[src/source/idu_pkg.sv]
// decode stage shared types
`default_nettype none

package idu_pkg;

  typedef enum logic [5:0] {
    OP_LUI, OP_AUIPC, OP_JAL, OP_JALR,
    OP_BEQ, OP_BNE, OP_BLT, OP_BGE, OP_BLTU, OP_BGEU,
    OP_LB, OP_LH, OP_LW, OP_LD, OP_LBU, OP_LHU, OP_LWU,
    OP_SB, OP_SH, OP_SW, OP_SD,
    OP_ADDI, OP_SLTI, OP_SLTIU, OP_XORI, OP_ORI, OP_ANDI,
    OP_SLLI, OP_SRLI, OP_SRAI,
    OP_ADD, OP_SUB, OP_SLL, OP_SLT, OP_SLTU,
    OP_XOR, OP_SRL, OP_SRA, OP_OR, OP_AND,
    OP_ADDIW, OP_SLLIW, OP_SRLIW, OP_SRAIW,
    OP_ADDW, OP_SUBW, OP_SLLW, OP_SRLW, OP_SRAW,
    OP_ZERO_WORD,                                   // all-zero fetch word
    OP_INVALID
  } inst_op_e;

  typedef enum logic [4:0] {
    ALU_ADD      = 5'd0,
    ALU_SUB      = 5'd1,
    ALU_SLT      = 5'd2,
    ALU_SLTU     = 5'd3,
    ALU_XOR      = 5'd4,
    ALU_AND      = 5'd5,
    ALU_OR       = 5'd6,
    ALU_SLL      = 5'd7,
    ALU_SRL      = 5'd8,
    ALU_SRA      = 5'd9,
    ALU_COPY_IMM = 5'd15,                           // result = b
    ALU_NONE     = 5'd31
  } alu_op_e;

  typedef enum logic [2:0] {
    BR_NONE = 3'd0,
    BR_JAL  = 3'd1,
    BR_JALR = 3'd2,
    BR_EQ   = 3'd4,
    BR_NE   = 3'd5,
    BR_LT   = 3'd6,                                 // signedness from alu op
    BR_GE   = 3'd7
  } br_func_e;

  typedef enum logic [2:0] {
    MEM_LB   = 3'd0,
    MEM_LBU  = 3'd1,
    MEM_LH   = 3'd2,
    MEM_LHU  = 3'd3,
    MEM_LW   = 3'd4,
    MEM_LWU  = 3'd5,
    MEM_LD   = 3'd6,
    MEM_NONE = 3'd7
  } mem_op_e;

  typedef enum logic [1:0] {
    B_RS2  = 2'd0,
    B_IMM  = 2'd1,
    B_FOUR = 2'd2                                   // link address pc + 4
  } alu_b_src_e;

endpackage

`default_nettype wire

[src/source/imm_gen.sv]
// immediate generator
`default_nettype none
`timescale 1ns/1ps

module imm_gen #(
  parameter int XLEN = 64
) (
  input  wire logic [31:0]      i_inst,
  input  idu_pkg::inst_op_e     i_op,
  output logic [XLEN-1:0]       o_imm
);

  typedef enum logic [2:0] {FMT_NONE, FMT_I, FMT_S, FMT_B, FMT_U, FMT_J} fmt_e;

  fmt_e fmt;

  always_comb begin
    case (i_op)
      idu_pkg::OP_JALR,
      idu_pkg::OP_LB, idu_pkg::OP_LH, idu_pkg::OP_LW, idu_pkg::OP_LD,
      idu_pkg::OP_LBU, idu_pkg::OP_LHU, idu_pkg::OP_LWU,
      idu_pkg::OP_ADDI, idu_pkg::OP_SLTI, idu_pkg::OP_SLTIU, idu_pkg::OP_XORI,
      idu_pkg::OP_ORI, idu_pkg::OP_ANDI, idu_pkg::OP_SLLI, idu_pkg::OP_SRLI,
      idu_pkg::OP_SRAI, idu_pkg::OP_ADDIW, idu_pkg::OP_SLLIW, idu_pkg::OP_SRLIW,
      idu_pkg::OP_SRAIW:                                   fmt = FMT_I;
      idu_pkg::OP_SB, idu_pkg::OP_SH, idu_pkg::OP_SW, idu_pkg::OP_SD: fmt = FMT_S;
      idu_pkg::OP_BEQ, idu_pkg::OP_BNE, idu_pkg::OP_BLT,
      idu_pkg::OP_BGE, idu_pkg::OP_BLTU, idu_pkg::OP_BGEU: fmt = FMT_B;
      idu_pkg::OP_LUI, idu_pkg::OP_AUIPC:                  fmt = FMT_U;
      idu_pkg::OP_JAL:                                     fmt = FMT_J;
      default:                                             fmt = FMT_NONE;
    endcase
  end

  always_comb begin
    case (fmt)
      FMT_I:   o_imm = {{(XLEN-12){i_inst[31]}}, i_inst[31:20]};
      FMT_S:   o_imm = {{(XLEN-12){i_inst[31]}}, i_inst[31:25], i_inst[11:7]};
      FMT_B:   o_imm = {{(XLEN-12){i_inst[31]}}, i_inst[7], i_inst[30:25],
                        i_inst[11:8], 1'b0};
      FMT_U:   o_imm = {{(XLEN-32){i_inst[31]}}, i_inst[31:12], 12'b0};
      FMT_J:   o_imm = {{(XLEN-20){i_inst[31]}}, i_inst[19:12], i_inst[20],
                        i_inst[30:21], 1'b0};     // bit 20 comes from the sign fill
      default: o_imm = '0;
    endcase
  end

endmodule

`default_nettype wire

[config.mk]
export PLATFORM = sky130hd
export DESIGN_NAME = imm_gen
export DESIGN_NICKNAME = d
export VERILOG_FILES = /design/src/source/idu_pkg.sv /design/src/source/imm_gen.sv
export SDC_FILE = /design/constraint.sdc
export NUM_CORES = 1
export LEC_CHECK = 0
export BUFFER_PORTS_ARGS = -buffer_cell sky130_fd_sc_hd__buf_2
export CAP_MARGIN = 5
export CORE_UTILIZATION = 34
export DETAILED_ROUTE_END_ITERATION = 7
export PLACE_DENSITY = 0.84
export SYNTH_ARGS = -nofsm -noshare
export SYNTH_HDL_FRONTEND = slang
export SYNTH_SLANG_ARGS = --single-unit
[constraint.sdc]
create_clock -name vclk -period 4.7
set_input_delay 1.175 -clock vclk [all_inputs]
set_output_delay 1.175 -clock vclk [all_outputs]
set_load 0.01 [all_outputs]
==> reports/summary.txt <==
Placed Cells - 194
Power Dens Cells - 123 nW/µm²
ANT nets after route - 0
mean number of vias per cell - 4.74
final wirelength - 2.05 mm
pin count of the biggest net entering global routing - 34
unrepaired setup endpoints after global routing - no
Startpoint Class - primary input
WP data arrival - 2.96 ns
Core Footprint - 2250 µm²
share of cells above drive strength 1 - 0.663
vias in the first global route - 801
grt total ovfl - 0
worst-path maximum fanout - 33
# clk buffers - 0
Ys Warns - 0
end-of-flow core utilization - 0.466
Mapped Cells - 109
first-pass GRT wire length - 3.24 mm
RD Place Congestion - 0.736
total of max-cap violations - 0
post-detail-place hpwl - 1.69 mm
# resized after CTS - 0
post-CTS setup buffers - 0
Final Hold Viols - 0
crit path capture type - output pin
Area Overhead vs Synth - 27.7%
Starting Density - 0.365
Ports - 102
FP Rows - 17
DIE AREA - 2620 µm²
drt wl/cell - 10.6 µm
port buffer count - 95
crit share post-route - 0.881
initial DRC count - 6
fmax - 242 MHz
Final min period - 4.14 ns
initial antenna violation count - 0
Vias - 920
TNS Setup - 0 ns
final sequential cell count - 0
Die W - 51.2 µm
leakage - 0.777 nW
normalized max-slew margin - 0.553
nets@finish - 206
post-synthesis net count - 147
register area share after synthesis - 0
final std cells w/o fill - 194
# hold bufs at CTS - 0
status - completed
Die H - 51.2 µm
WP data required - 3.52 ns
VDD IR max - 61.9 µV
# setup viols final - 0
gr usage total - 0.149
measured slew at the worst slew-check pin - 0.671 ns
Post-Syn Area per Cell - 7.55 µm²
Mapped Area - 823 µm²
Setup Crit Path Kind - in -> out
n_diodes - 0
register area - 0 µm²
DRC Markers - 0
Slew Limit Fails - 0
Hold Path Class - in -> out
DR pass1 iterations - 4
Synth cell types - 36
placed cells by master (no fill, tap or decap), types with 2 or more instances in the layout:
cell	synthesis	layout
and2_0	2	2
a21oi_1	2	2
a22o_1	5	5
a21o_1	20	20
buf_2	1	95
and2_2	6	6
nor2_1	5	5
nand2_1	2	2
nor3_1	4	4
path summary, 6_finish.rpt:
kind,startpoint,endpoint,slack (ns),cells past startpoint
worst max-delay path,i_op[2],o_imm[36],0.56,6
worst min-delay path,i_inst[16],o_imm[16],2.63,3
through the flow:
stage	area, µm²	power, mW	hold WS [ns]	setup slack, ns
finish	1050	0.129	2.63	0.562
global route	1050	0.142	2.66	0.356
CTS	1050	0.130	2.64	0.543
detailed placement	1050	0.130	2.63	0.532
global placement	1050	0.128	2.63	0.595
floorplan	823	0.103	2.48	0.573
cell type report:
type,count,area [µm²]
Multi-Input combinational cell,69,529
Inverter,1,3.75
Fill cell,247,1200
Timing Repair Buffer,96,483
Tap cell,28,35.0
power breakdown:
group          switching, mW  internal [mW]
clock                      0              0
sequential                 0              0
combinational         0.0686         0.0603
critical path: stages:
cell and delay, ns:
buf_2 0.18, and3_2 0.22, o21ai_0 0.28, o211a_4 0.27
o21a_1 0.58, buf_2 0.25
cell usage after synthesis (2+ instances only):
master	number	area share
nor3_1	4	0.024
clkbuf_1	2	0.0091
nand2_1	2	0.0091
buf_6	2	0.027
nor2_1	5	0.023
and2_0	2	0.015
buf_4	34	0.31
a21oi_1	2	0.012
a21o_1	20	0.18
and2_2	6	0.055
a22o_1	5	0.053
metal layers:
layer | vias up | part of all wire | track usage
li1 | 472 | - | -
met1 | 392 | 0.45 | 0.204
met2 | 56 | 0.45 | 0.276
met3 | 0 | 0.094 | 0.00298
met4 | 0 | 0 | 0
met5 | - | 0 | 0
cell families after synthesis:
logic type,count (synthesis),share of synthesized area
multiplexers,1,0.0122
buffers and inverters,40,0.357
AO/OA/AOI/OAI,41,0.424
AND/OR/NAND/NOR,27,0.207
No activity file was read; power rests on OpenSTA's default activity.
