$ cat src/source/idu_pkg.sv
// decode stage shared types
`default_nettype none

package idu_pkg;

  typedef enum logic [5:0] {
    OP_LUI, OP_AUIPC, OP_JAL, OP_JALR,
    OP_BEQ, OP_BNE, OP_BLT, OP_BGE, OP_BLTU, OP_BGEU,
    OP_LB, OP_LH, OP_LW, OP_LD, OP_LBU, OP_LHU, OP_LWU,
    OP_SB, OP_SH, OP_SW, OP_SD,
    OP_ADDI, OP_SLTI, OP_SLTIU, OP_XORI, OP_ORI, OP_ANDI,
    OP_SLLI, OP_SRLI, OP_SRAI,
    OP_ADD, OP_SUB, OP_SLL, OP_SLT, OP_SLTU,
    OP_XOR, OP_SRL, OP_SRA, OP_OR, OP_AND,
    OP_ADDIW, OP_SLLIW, OP_SRLIW, OP_SRAIW,
    OP_ADDW, OP_SUBW, OP_SLLW, OP_SRLW, OP_SRAW,
    OP_ZERO_WORD,                                   // all-zero fetch word
    OP_INVALID
  } inst_op_e;

  typedef enum logic [4:0] {
    ALU_ADD      = 5'd0,
    ALU_SUB      = 5'd1,
    ALU_SLT      = 5'd2,
    ALU_SLTU     = 5'd3,
    ALU_XOR      = 5'd4,
    ALU_AND      = 5'd5,
    ALU_OR       = 5'd6,
    ALU_SLL      = 5'd7,
    ALU_SRL      = 5'd8,
    ALU_SRA      = 5'd9,
    ALU_COPY_IMM = 5'd15,                           // result = b
    ALU_NONE     = 5'd31
  } alu_op_e;

  typedef enum logic [2:0] {
    BR_NONE = 3'd0,
    BR_JAL  = 3'd1,
    BR_JALR = 3'd2,
    BR_EQ   = 3'd4,
    BR_NE   = 3'd5,
    BR_LT   = 3'd6,                                 // signedness from alu op
    BR_GE   = 3'd7
  } br_func_e;

  typedef enum logic [2:0] {
    MEM_LB   = 3'd0,
    MEM_LBU  = 3'd1,
    MEM_LH   = 3'd2,
    MEM_LHU  = 3'd3,
    MEM_LW   = 3'd4,
    MEM_LWU  = 3'd5,
    MEM_LD   = 3'd6,
    MEM_NONE = 3'd7
  } mem_op_e;

  typedef enum logic [1:0] {
    B_RS2  = 2'd0,
    B_IMM  = 2'd1,
    B_FOUR = 2'd2                                   // link address pc + 4
  } alu_b_src_e;

endpackage

`default_nettype wire

$ cat src/source/ctrl_gen.sv
// decode control generator
`default_nettype none
`timescale 1ns/1ps

module ctrl_gen (
  input  idu_pkg::inst_op_e    i_op,
  output idu_pkg::alu_op_e     o_alu_op,
  output logic                 o_alu_a_src,
  output idu_pkg::alu_b_src_e  o_alu_b_src,
  output idu_pkg::br_func_e    o_br_func,
  output idu_pkg::mem_op_e     o_mem_op,
  output logic                 o_reg_wr,
  output logic                 o_mem_to_reg,
  output logic                 o_mem_wr,
  output logic                 o_mem_re,
  output logic                 o_word_cut,
  output logic                 o_invalid_inst
);

  logic is_load;
  logic is_store;
  logic is_rr;
  logic is_ri;
  logic is_jump;
  logic is_upper;

  assign is_load  = i_op inside {idu_pkg::OP_LB, idu_pkg::OP_LH, idu_pkg::OP_LW,
                                 idu_pkg::OP_LD, idu_pkg::OP_LBU, idu_pkg::OP_LHU,
                                 idu_pkg::OP_LWU};
  assign is_store = i_op inside {idu_pkg::OP_SB, idu_pkg::OP_SH, idu_pkg::OP_SW,
                                 idu_pkg::OP_SD};
  assign is_rr    = i_op inside {idu_pkg::OP_ADD, idu_pkg::OP_SUB, idu_pkg::OP_SLL,
                                 idu_pkg::OP_SLT, idu_pkg::OP_SLTU, idu_pkg::OP_XOR,
                                 idu_pkg::OP_SRL, idu_pkg::OP_SRA, idu_pkg::OP_OR,
                                 idu_pkg::OP_AND, idu_pkg::OP_ADDW, idu_pkg::OP_SUBW,
                                 idu_pkg::OP_SLLW, idu_pkg::OP_SRLW, idu_pkg::OP_SRAW};
  assign is_ri    = i_op inside {idu_pkg::OP_ADDI, idu_pkg::OP_SLTI, idu_pkg::OP_SLTIU,
                                 idu_pkg::OP_XORI, idu_pkg::OP_ORI, idu_pkg::OP_ANDI,
                                 idu_pkg::OP_SLLI, idu_pkg::OP_SRLI, idu_pkg::OP_SRAI,
                                 idu_pkg::OP_ADDIW, idu_pkg::OP_SLLIW, idu_pkg::OP_SRLIW,
                                 idu_pkg::OP_SRAIW};
  assign is_jump  = i_op inside {idu_pkg::OP_JAL, idu_pkg::OP_JALR};
  assign is_upper = i_op inside {idu_pkg::OP_LUI, idu_pkg::OP_AUIPC};

  always_comb begin
    case (i_op)
      idu_pkg::OP_ADD, idu_pkg::OP_ADDW, idu_pkg::OP_ADDI, idu_pkg::OP_ADDIW,
      idu_pkg::OP_AUIPC, idu_pkg::OP_JAL, idu_pkg::OP_JALR,
      idu_pkg::OP_LB, idu_pkg::OP_LH, idu_pkg::OP_LW, idu_pkg::OP_LD,
      idu_pkg::OP_LBU, idu_pkg::OP_LHU, idu_pkg::OP_LWU,
      idu_pkg::OP_SB, idu_pkg::OP_SH, idu_pkg::OP_SW, idu_pkg::OP_SD:
                                          o_alu_op = idu_pkg::ALU_ADD;
      idu_pkg::OP_SUB, idu_pkg::OP_SUBW,
      idu_pkg::OP_BEQ, idu_pkg::OP_BNE:   o_alu_op = idu_pkg::ALU_SUB;   // zero test
      idu_pkg::OP_SLT, idu_pkg::OP_SLTI,
      idu_pkg::OP_BLT, idu_pkg::OP_BGE:   o_alu_op = idu_pkg::ALU_SLT;
      idu_pkg::OP_SLTU, idu_pkg::OP_SLTIU,
      idu_pkg::OP_BLTU, idu_pkg::OP_BGEU: o_alu_op = idu_pkg::ALU_SLTU;
      idu_pkg::OP_XOR, idu_pkg::OP_XORI:  o_alu_op = idu_pkg::ALU_XOR;
      idu_pkg::OP_AND, idu_pkg::OP_ANDI:  o_alu_op = idu_pkg::ALU_AND;
      idu_pkg::OP_OR, idu_pkg::OP_ORI:    o_alu_op = idu_pkg::ALU_OR;
      idu_pkg::OP_SLL, idu_pkg::OP_SLLI,
      idu_pkg::OP_SLLIW, idu_pkg::OP_SLLW: o_alu_op = idu_pkg::ALU_SLL;
      idu_pkg::OP_SRL, idu_pkg::OP_SRLI,
      idu_pkg::OP_SRLIW, idu_pkg::OP_SRLW: o_alu_op = idu_pkg::ALU_SRL;
      idu_pkg::OP_SRA, idu_pkg::OP_SRAI,
      idu_pkg::OP_SRAIW, idu_pkg::OP_SRAW: o_alu_op = idu_pkg::ALU_SRA;
      idu_pkg::OP_LUI:                    o_alu_op = idu_pkg::ALU_COPY_IMM;
      default:                            o_alu_op = idu_pkg::ALU_NONE;
    endcase
  end

  always_comb begin
    case (i_op)
      idu_pkg::OP_JAL:                      o_br_func = idu_pkg::BR_JAL;
      idu_pkg::OP_JALR:                     o_br_func = idu_pkg::BR_JALR;
      idu_pkg::OP_BEQ:                      o_br_func = idu_pkg::BR_EQ;
      idu_pkg::OP_BNE:                      o_br_func = idu_pkg::BR_NE;
      idu_pkg::OP_BLT, idu_pkg::OP_BLTU:    o_br_func = idu_pkg::BR_LT;
      idu_pkg::OP_BGE, idu_pkg::OP_BGEU:    o_br_func = idu_pkg::BR_GE;
      default:                              o_br_func = idu_pkg::BR_NONE;
    endcase
  end

  always_comb begin
    case (i_op)
      idu_pkg::OP_LB, idu_pkg::OP_SB:       o_mem_op = idu_pkg::MEM_LB;   // stores take signed code
      idu_pkg::OP_LBU:                      o_mem_op = idu_pkg::MEM_LBU;
      idu_pkg::OP_LH, idu_pkg::OP_SH:       o_mem_op = idu_pkg::MEM_LH;
      idu_pkg::OP_LHU:                      o_mem_op = idu_pkg::MEM_LHU;
      idu_pkg::OP_LW, idu_pkg::OP_SW:       o_mem_op = idu_pkg::MEM_LW;
      idu_pkg::OP_LWU:                      o_mem_op = idu_pkg::MEM_LWU;
      idu_pkg::OP_LD, idu_pkg::OP_SD:       o_mem_op = idu_pkg::MEM_LD;
      default:                              o_mem_op = idu_pkg::MEM_NONE;
    endcase
  end

  always_comb begin
    if (is_jump)                                 o_alu_b_src = idu_pkg::B_FOUR;
    else if (is_ri || is_load || is_store || is_upper) o_alu_b_src = idu_pkg::B_IMM;
    else                                         o_alu_b_src = idu_pkg::B_RS2;
  end

  assign o_alu_a_src    = is_jump || (i_op == idu_pkg::OP_AUIPC);  // 1 selects pc
  assign o_reg_wr       = is_rr || is_ri || is_load || is_jump || is_upper;
  assign o_mem_to_reg   = is_load;
  assign o_mem_re       = is_load;
  assign o_mem_wr       = is_store;
  assign o_word_cut     = i_op inside {idu_pkg::OP_ADDIW, idu_pkg::OP_SLLIW,
                                       idu_pkg::OP_SRLIW, idu_pkg::OP_SRAIW,
                                       idu_pkg::OP_ADDW, idu_pkg::OP_SUBW,
                                       idu_pkg::OP_SLLW, idu_pkg::OP_SRLW,
                                       idu_pkg::OP_SRAW};
  assign o_invalid_inst = (i_op == idu_pkg::OP_INVALID);

  always_comb begin
    a_mem_excl: assert (!(o_mem_wr && o_mem_re));
  end

endmodule

`default_nettype wire

$ cat config.mk
export PLATFORM = sky130hd
export DESIGN_NAME = ctrl_gen
export DESIGN_NICKNAME = d
export VERILOG_FILES = /design/src/source/idu_pkg.sv /design/src/source/ctrl_gen.sv
export SDC_FILE = /design/constraint.sdc
export NUM_CORES = 1
export LEC_CHECK = 0
export BUFFER_PORTS_ARGS = -buffer_cell sky130_fd_sc_hd__buf_2
export CAP_MARGIN = 20
export CORE_MARGIN = 2
export CORE_UTILIZATION = 50
export DETAILED_ROUTE_END_ITERATION = 8
export PLACE_DENSITY_LB_ADDON = 0.08
export RECOVER_POWER = 100
export SLEW_MARGIN = 15
export SYNTH_ARGS = -nofsm -noshare
export SYNTH_HDL_FRONTEND = slang
export SYNTH_SLANG_ARGS = --single-unit
$ cat constraint.sdc
create_clock -name vclk -period 2.4
set_input_delay 0.48 -clock vclk [all_inputs]
set_output_delay 0.48 -clock vclk [all_outputs]
set_load 0.01 [all_outputs]
==> results of run 1 <==
## cell usage in the layout (no fill, tap or decap), types with 5 or more instances in the layout
master,count
buf_4,18
buf_2,16
nand2_1,14
nor2_1,9
clkbuf_1,9
inv_1,8
a21oi_1,8
nand2b_1,7
o21ai_0,5
## cells by family after synthesis
family | after synthesis | share of synthesized area
AO/OA/AOI/OAI | 41 | 0.347
adder cells (fa/ha/maj) | 10 | 0.146
buffers and inverters | 22 | 0.140
multiplexers | 2 | 0.0234
AND/OR/NAND/NOR | 50 | 0.343
## final cells by class
| cell class | count | area share |
|---|---|---|
| multi-input cells | 103 | 0.709 |
| repair buffers | 46 | 0.234 |
| inverters | 11 | 0.0400 |
| well taps | 16 | 0.0173 |
## report_power, final
group	leakage, µW	internal [µW]	total [µW]	switching (µW)
sequential	0	0	0	0
combinational	0.000514	95.6	221	125
clock	0	0	0	0
## synthesized netlist by cell type
library cell	count	area [µm²]
buf_1	1	3.75
nor3_1	4	20.0
a31oi_1	4	25.0
mux2i_1	2	20.0
nand4_1	1	6.26
nor2_1	9	33.8
o211ai_1	3	22.5
a21oi_1	9	45.0
a21o_1	2	15.0
inv_2	1	3.75
ha_1	10	125
a211oi_1	1	7.51
and2_1	1	6.26
a32oi_1	1	8.76
a22oi_1	1	7.51
nand3_1	1	5.00
buf_6	2	22.5
a221oi_1	4	35.0
o21bai_1	3	22.5
inv_1	10	37.5
buf_2	3	15.0
o31ai_1	1	7.51
or2_2	2	12.5
or3_1	1	6.26
nand2_1	14	52.6
a2111oi_4	1	27.5
o22ai_1	4	25.0
a311oi_2	1	15.0
nand4bb_1	1	11.3
nor4_4	2	42.5
buf_4	5	37.5
nand2b_1	7	43.8
o21ai_0	5	25.0
nor4_1	3	18.8
o221ai_1	1	8.76
nor2b_1	1	6.26
and3_1	1	6.26
and4_1	1	8.76
nand2b_4	1	13.8
## final timing paths
check / slack, ps / start / cells after the start / end
setup / recovery: 80 / i_op[1] / 8 / o_alu_b_src[0]
hold / removal: 1420 / i_op[4] / 4 / o_alu_op[4]
## what timing repair did
item / in CTS / in global routing
hold buffers: 0 / 0
setup endpoints to repair: 3 / 4
setup buffers: 0 / 0
pin swaps: 0 / 6
gates cloned: 0 / 0
resized for setup: 5 / 15
## per-layer routing
metal / track usage / share of wire / vias up
li1: - / - / 534
met1: 0.383 / 0.43 / 517
met2: 0.510 / 0.51 / 53
met3: 0.00794 / 0.057 / 4
met4: 0.0176 / 0.0086 / 0
met5: 0 / 0 / -
## stage by stage
| step | cell area [µm²] | setup WS [ps] | hold slack [ps] | instances |
|---|---|---|---|---|
| after floorplan | 857 | 141 | 983 | 125 |
| after global placement | 1080 | -31.2 | 1400 | 176 |
| after detailed placement | 1080 | -93.0 | 1410 | 176 |
| after CTS | 1090 | -5.81 | 1410 | 176 |
| after global routing | 1160 | 6.26 | 1460 | 176 |
| final | 1160 | 75.7 | 1420 | 176 |
==> reports/results.ini, run 1 <==
[synthesis]
synth.avg_cell_area_um2 = 6.86
ys_warn_count = 0
synth_area_um2 = 857
ys_types = 39
synth_cells = 125
syn_nets = 141
ys_seq_area_frac = 0

[sta]
worst_pin_slew_ps = 465
fin_tns_setup_ps = 0
slew_headroom = 0.687
clock.fmax_mhz = 430
maxSlewViolCount = 0
setup_viol = 0
fin_crit_ps = 2320
rsz0062_at_grt = false
min_period_over_period = 0.968
hold_viol = 0

[cells_and_area]
clkbuf_count = 0
n_antenna_cell = 0
regArea_um2 = 0
design.seq.count = 0
multi_input_area_um2 = 820
final_nets = 178
drive_gt1_frac = 0.363
fillers = 142
utilization = 0.742
area_growth_pct = 34.9

[drt]
wl_per_cell_um = 15.3
vias = 1108
via_per_inst = 6.30
routed_wl_um = 2690
drc = 0
antenna_left = 0
drt_pre_antenna_iters = 4
drtIter0Drc = 44

[floorplanning]
fp-row-count = 14
core_mm2 = 0.00156
io_pins = 26
start_util = 0.550
die_x_um = 45.4
die_h_um = 45.4
die_area_mm2 = 0.00206

[placement]
gp_congestion = 0.940
dpl.hpwl_um = 2020
port_buffers = 26

[pwr]
power_density_mw_per_mm2 = 191
p_leak_uw = 0.000514
finalPower_uw = 221
ir_drop_uv = 136

[critical_path]
crit_path_start_kind = primary input
crit_type = primary input to output port
crit_chain = buf_2 > buf_6 > ha_4 > or3_4 > a21o_1 > a21oi_2 > a31oi_1 > buf_2
worstPathArrival_ps = 1840
critPathBufInv = 3
slowest_delay_ps = 390
crit_fanout = 5
crit_family = buffers and inverters
cpMostUsedCell = buf_2
cp.required_ps = 1920
cp-end-kind = output port
slowest_stage = or3_4

[outcome]
status = finished clean

[global_routing]
grt_first_pass_wirelength_um = 4480
antenna_found_initial = 0
track_usage = 0.282
grt.overflow.total = 0
grt_start_max_net_pins = 19
grt_pass1_vias = 983

[hold_path]
hp-class = primary input to output port

[job]
cap_viol_max_count = 0

(Power assumes the default switching activity.)
==> run 2: changes to the inputs <==
--- a/config.mk
+++ b/config.mk
@@ -10,8 +10,9 @@
 export CORE_MARGIN = 2
 export CORE_UTILIZATION = 50
 export DETAILED_ROUTE_END_ITERATION = 8
-export PLACE_DENSITY_LB_ADDON = 0.08
+export PLACE_DENSITY_LB_ADDON = 0.12
 export RECOVER_POWER = 100
+export SETUP_SLACK_MARGIN = 0.4
 export SLEW_MARGIN = 15
 export SYNTH_ARGS = -nofsm -noshare
 export SYNTH_HDL_FRONTEND = slang
==> reports/results.ini, run 2 (synthesized netlist as in run 1, its figures left out) <==
[outcome]
status = finished clean

[drt]
routed-wl-met2_um = 1700  ; +25%
wl_per_cell_um = 20.4  ; +34%
wl_met1_um = 1330  ; +16%
drc = 0  ; unchanged
via_per_inst = 7.04  ; +12%
dr_wl_met3_um = 345  ; +130%
topRoutingLayerUsed = met4
vias = 1225  ; +11%
antenna_left = 0  ; unchanged
drt_pre_antenna_iters = 5  ; +1
drtIter0Drc = 72  ; +64%
routed_wl_um = 3550  ; +32%

[floorplanning]
fp-row-count = 14  ; unchanged
start_util = 0.550  ; unchanged
die_area_mm2 = 0.00206  ; unchanged
die_h_um = 45.4  ; unchanged
io_pins = 26  ; unchanged
die_x_um = 45.4  ; unchanged
core_mm2 = 0.00156  ; unchanged

[placement]
dp_cells = 169  ; -4.0%
placed_area_mm2 = 0.00106  ; -1.9%
port_buffers = 26  ; unchanged
gp_congestion = 0.906  ; -3.6%
dpl.hpwl_um = 1950  ; -3.5%

[global_routing]
track_usage = 0.287  ; +0.00568
antenna_found_initial = 0  ; unchanged
grt_pass1_vias = 968  ; -1.5%
grt_first_pass_wirelength_um = 4510  ; +0.60%
grt.overflow.total = 0  ; unchanged
grt_start_max_net_pins = 22  ; +3

[cells_and_area]
area_growth_pct = 57.2
regArea_um2 = 0  ; unchanged
design.seq.count = 0  ; unchanged
drive_gt1_frac = 0.443  ; +0.0805
stdcell_area_mm2 = 0.00135  ; +17%
multi_input_area_um2 = 915  ; +12%
layout_common_cells = buf_4, nand2_1, a21oi_1, buf_2, clkbuf_1
final_common_cell = buf_4
fillers = 90  ; -37%
final_nets = 176  ; -1.1%
instances_no_fill = 174  ; -1.1%
n_antenna_cell = 0  ; unchanged
clkbuf_count = 0  ; unchanged

[critical_path]
crit_type = primary input to output port
crit_fanout = 5  ; unchanged
critPathBufInv = 5  ; +2
cp-end-kind = output port
slowest_delay_ps = 280  ; -110 ps
worstPathArrival_ps = 1880  ; +40 ps
slowest_stage = nor3_1
crit_family = buffers and inverters
cp.required_ps = 1920  ; about the same
crit_chain = buf_12 > inv_8 > ha_4 > buf_4 > buf_6 > nor2_4 > nor3_1 > o211ai_1 > a31oi_1 > buf_2
crit_path_start_kind = primary input

[cts]
hold_buffers = 0  ; unchanged

[pwr]
finalPower_uw = 273  ; +24%
ir_drop_uv = 142  ; +4.1%
clkPwrFrac = 0  ; unchanged
cellInternalPower_uw = 121  ; +27%
p_seq_frac = 0  ; unchanged
p_sw_uw = 152  ; +21%
comb_power_share = 1.000  ; about the same
netSwitchingFraction = 0.556  ; -0.0107
p_leak_uw = 0.000551  ; +7.2%
power_density_mw_per_mm2 = 202  ; +6.0%

[job]
cap_viol_max_count = 0  ; unchanged

[sta]
fin_crit_ps = 2360  ; +40.2 ps
worst_pin_slew_ps = 373  ; -91.6 ps
hold_viol = 0  ; unchanged
setup_viol = 0  ; unchanged
slew_headroom = 0.749  ; +0.0618
min_period_over_period = 0.985  ; +0.0168
rsz0062_at_grt = true
hold_ws_ps = 1370  ; -45.2 ps
maxSlewViolCount = 0  ; unchanged
clock.fmax_mhz = 423  ; -1.7%

[hold_path]
hp-class = primary input to output port

==> run 2: changes by cell type in the layout (fill, tap and decap cells not counted), moves of 3 or more <==
cell,change
buf_12,+4
buf_2,-7
buf_6,+6
ha_1,-3
ha_4,+3
o21ai_0,-3
==> run 2: per-layer routing <==
layer / GRT usage / vias to the layer above
met5: 0 / -
met4: 0.0529 / 0
met3: 0.00794 / 20
met2: 0.482 / 99
met1: 0.410 / 574
li1: - / 532
==> run 2: final timing paths <==
path	from	end	depth (start not counted)
hold / removal	i_op[3]	o_br_func[0]	3
setup / recovery	i_op[0]	o_alu_b_src[0]	10
==> run 2: power groups by stage <==
stage	clock, µW	sequential, µW	combinational [µW]
2_1_floorplan	0	0	135
3_3_place_gp	0	0	197
3_5_place_dp	0	0	200
4_1_cts	0	0	226
5_1_grt	0	0	289
6_report	0	0	273
==> run 2: timing repair <==
item | CTS | global route
gates resized for setup | 33 | 30
pin swaps | 14 | 15
cloned | 0 | 0
setup buffers | 2 | 3
setup endpoints to repair | 18 | 15
==> run 2: per-stage QoR <==
step | setup TNS [ps] | util | worst slack, ps
after CTS | 0 | 0.767 | 150
after global routing | -7.45 | 0.864 | -7.42
after global placement | 0 | 0.679 | 10.6
after detailed placement | -39.9 | 0.679 | -36.1
after floorplan | 0 | - | 283
final | 0 | 0.864 | 35.4
==> run 2: area by class of cell <==
| cell class | instances | area share |
|---|---|---|
| multi-input cells | 103 | 0.679 |
| repair buffers | 44 | 0.263 |
| inverters | 11 | 0.0436 |
| well taps | 16 | 0.0149 |
==> run 3: changes to the inputs <==
==> constraint.sdc (replaced) <==
create_clock -name vclk -period 2.6
set_input_delay 0.52 -clock vclk [all_inputs]
set_output_delay 0.52 -clock vclk [all_outputs]
set_load 0.01 [all_outputs]
==> reports/results.ini, run 3 (synthesized netlist as in run 1, its figures left out) <==
[critical_path]
cp.required_ps = 2080  ; +160 ps
worstPathArrival_ps = 1870  ; about the same
cp-end-kind = output port
crit_type = primary input to output port
crit_fanout = 13  ; +8
crit_path_start_kind = primary input

[cells_and_area]
drive_gt1_frac = 0.416  ; -0.0269
layout_common_cells = buf_4, nand2_1, buf_2
regArea_um2 = 0  ; unchanged
final_nets = 179  ; +1.7%
fillers = 97  ; +7.8%
n_antenna_cell = 0  ; unchanged
utilization = 0.827  ; -0.0369
design.seq.count = 0  ; unchanged
area_growth_pct = 50.5
clkbuf_count = 0  ; unchanged
final_common_cell = buf_4
multi_input_area_um2 = 885  ; -3.3%

[sta]
worst_pin_slew_ps = 417  ; +44.3 ps
maxSlewViolCount = 0  ; unchanged
fin_tns_setup_ps = 0  ; unchanged
min_period_over_period = 0.917
fin_crit_ps = 2390
setup_viol = 0  ; unchanged
rsz0062_at_grt = true
clock.fmax_mhz = 419
worst_slack_ps = 215  ; +179 ps
hold_viol = 0  ; unchanged
hold_ws_ps = 1490  ; +118 ps
slew_headroom = 0.719  ; -0.0298

[pwr]
p_leak_uw = 0.000547  ; -0.68%
finalPower_uw = 238  ; -13%
power_density_mw_per_mm2 = 185  ; -8.6%
ir_drop_uv = 142  ; about the same

[placement]
gp_congestion = 0.914  ; +0.97%
port_buffers = 26  ; unchanged
pre_cts_ws_ps = 49.4  ; +85.6 ps
dpl.hpwl_um = 1960  ; +0.24%

[hold_path]
hp-class = primary input to output port

[drt]
routed_wl_um = 3440  ; -3.1%
antenna_left = 0  ; unchanged
wl_per_cell_um = 19.5  ; -4.7%
drc = 0  ; unchanged
drtIter0Drc = 58  ; -19%
drt_pre_antenna_iters = 4  ; -1
vias = 1195  ; -2.4%
via_per_inst = 6.75  ; -4.1%

[global_routing]
antenna_found_initial = 0  ; unchanged
grt_first_pass_wirelength_um = 4730  ; +4.9%
grt_pass1_vias = 1026  ; +6.0%
track_usage = 0.303  ; +0.0154
grt_start_max_net_pins = 27  ; +23%
grt.overflow.total = 0  ; unchanged

[job]
cap_viol_max_count = 0  ; unchanged

[floorplanning]
core_mm2 = 0.00156  ; unchanged
die_x_um = 45.4  ; unchanged
io_pins = 26  ; unchanged
fp-row-count = 14  ; unchanged
die_area_mm2 = 0.00206  ; unchanged
die_h_um = 45.4  ; unchanged
start_util = 0.550  ; unchanged

[outcome]
status = finished clean

-- run 3: path summary, 6_finish.rpt --
kind | startpoint | endpoint | slack [ps] | cells past startpoint
worst min-delay path | i_op[3] | o_br_func[0] | 1490 | 3
worst max-delay path | i_op[4] | o_reg_wr | 210 | 6
-- run 3: timing repair --
action                     CTS  global route
pin swaps                   17            11
resized for setup           34            19
buffers inserted             5             5
setup endpoints to repair   13            11
hold buffers                 0             0
cloned                       0             0
-- run 3: cell type report --
class / instances / area share
Multi-Input combinational cell: 103 / 0.686
Tap cell: 16 / 0.0155
Inverter: 11 / 0.0456
Timing Repair Buffer: 47 / 0.253
-- run 3: report_power, final --
group	total, µW	switching (µW)	internal [µW]	leakage, µW
Sequential	0	0	0	0
Combinational	238	134	105	0.000547
Clock	0	0	0	0
Total	238	134	105	0.000547
-- run 3: per-stage QoR --
stage	area, µm²	std cells
global route	1290	177
detailed placement	1030	167
global placement	1030	167
floorplan	875	125
CTS	1220	172
finish	1290	177
-- run 3: worst max-delay path: stages --
cell and delay, ps:
clkbuf_2 220, or2_2 400, nor4_2 400, a221oi_2 60, nand4_1 110, clkbuf_1 150
-- run 3: metal layers --
layer | global-route usage | share of wire | vias to the layer above
li1 | - | - | 534
met1 | 0.390 | 0.36 | 529
met2 | 0.510 | 0.48 | 107
met3 | 0.0198 | 0.10 | 25
met4 | 0.135 | 0.052 | 0
met5 | 0 | 0 | -
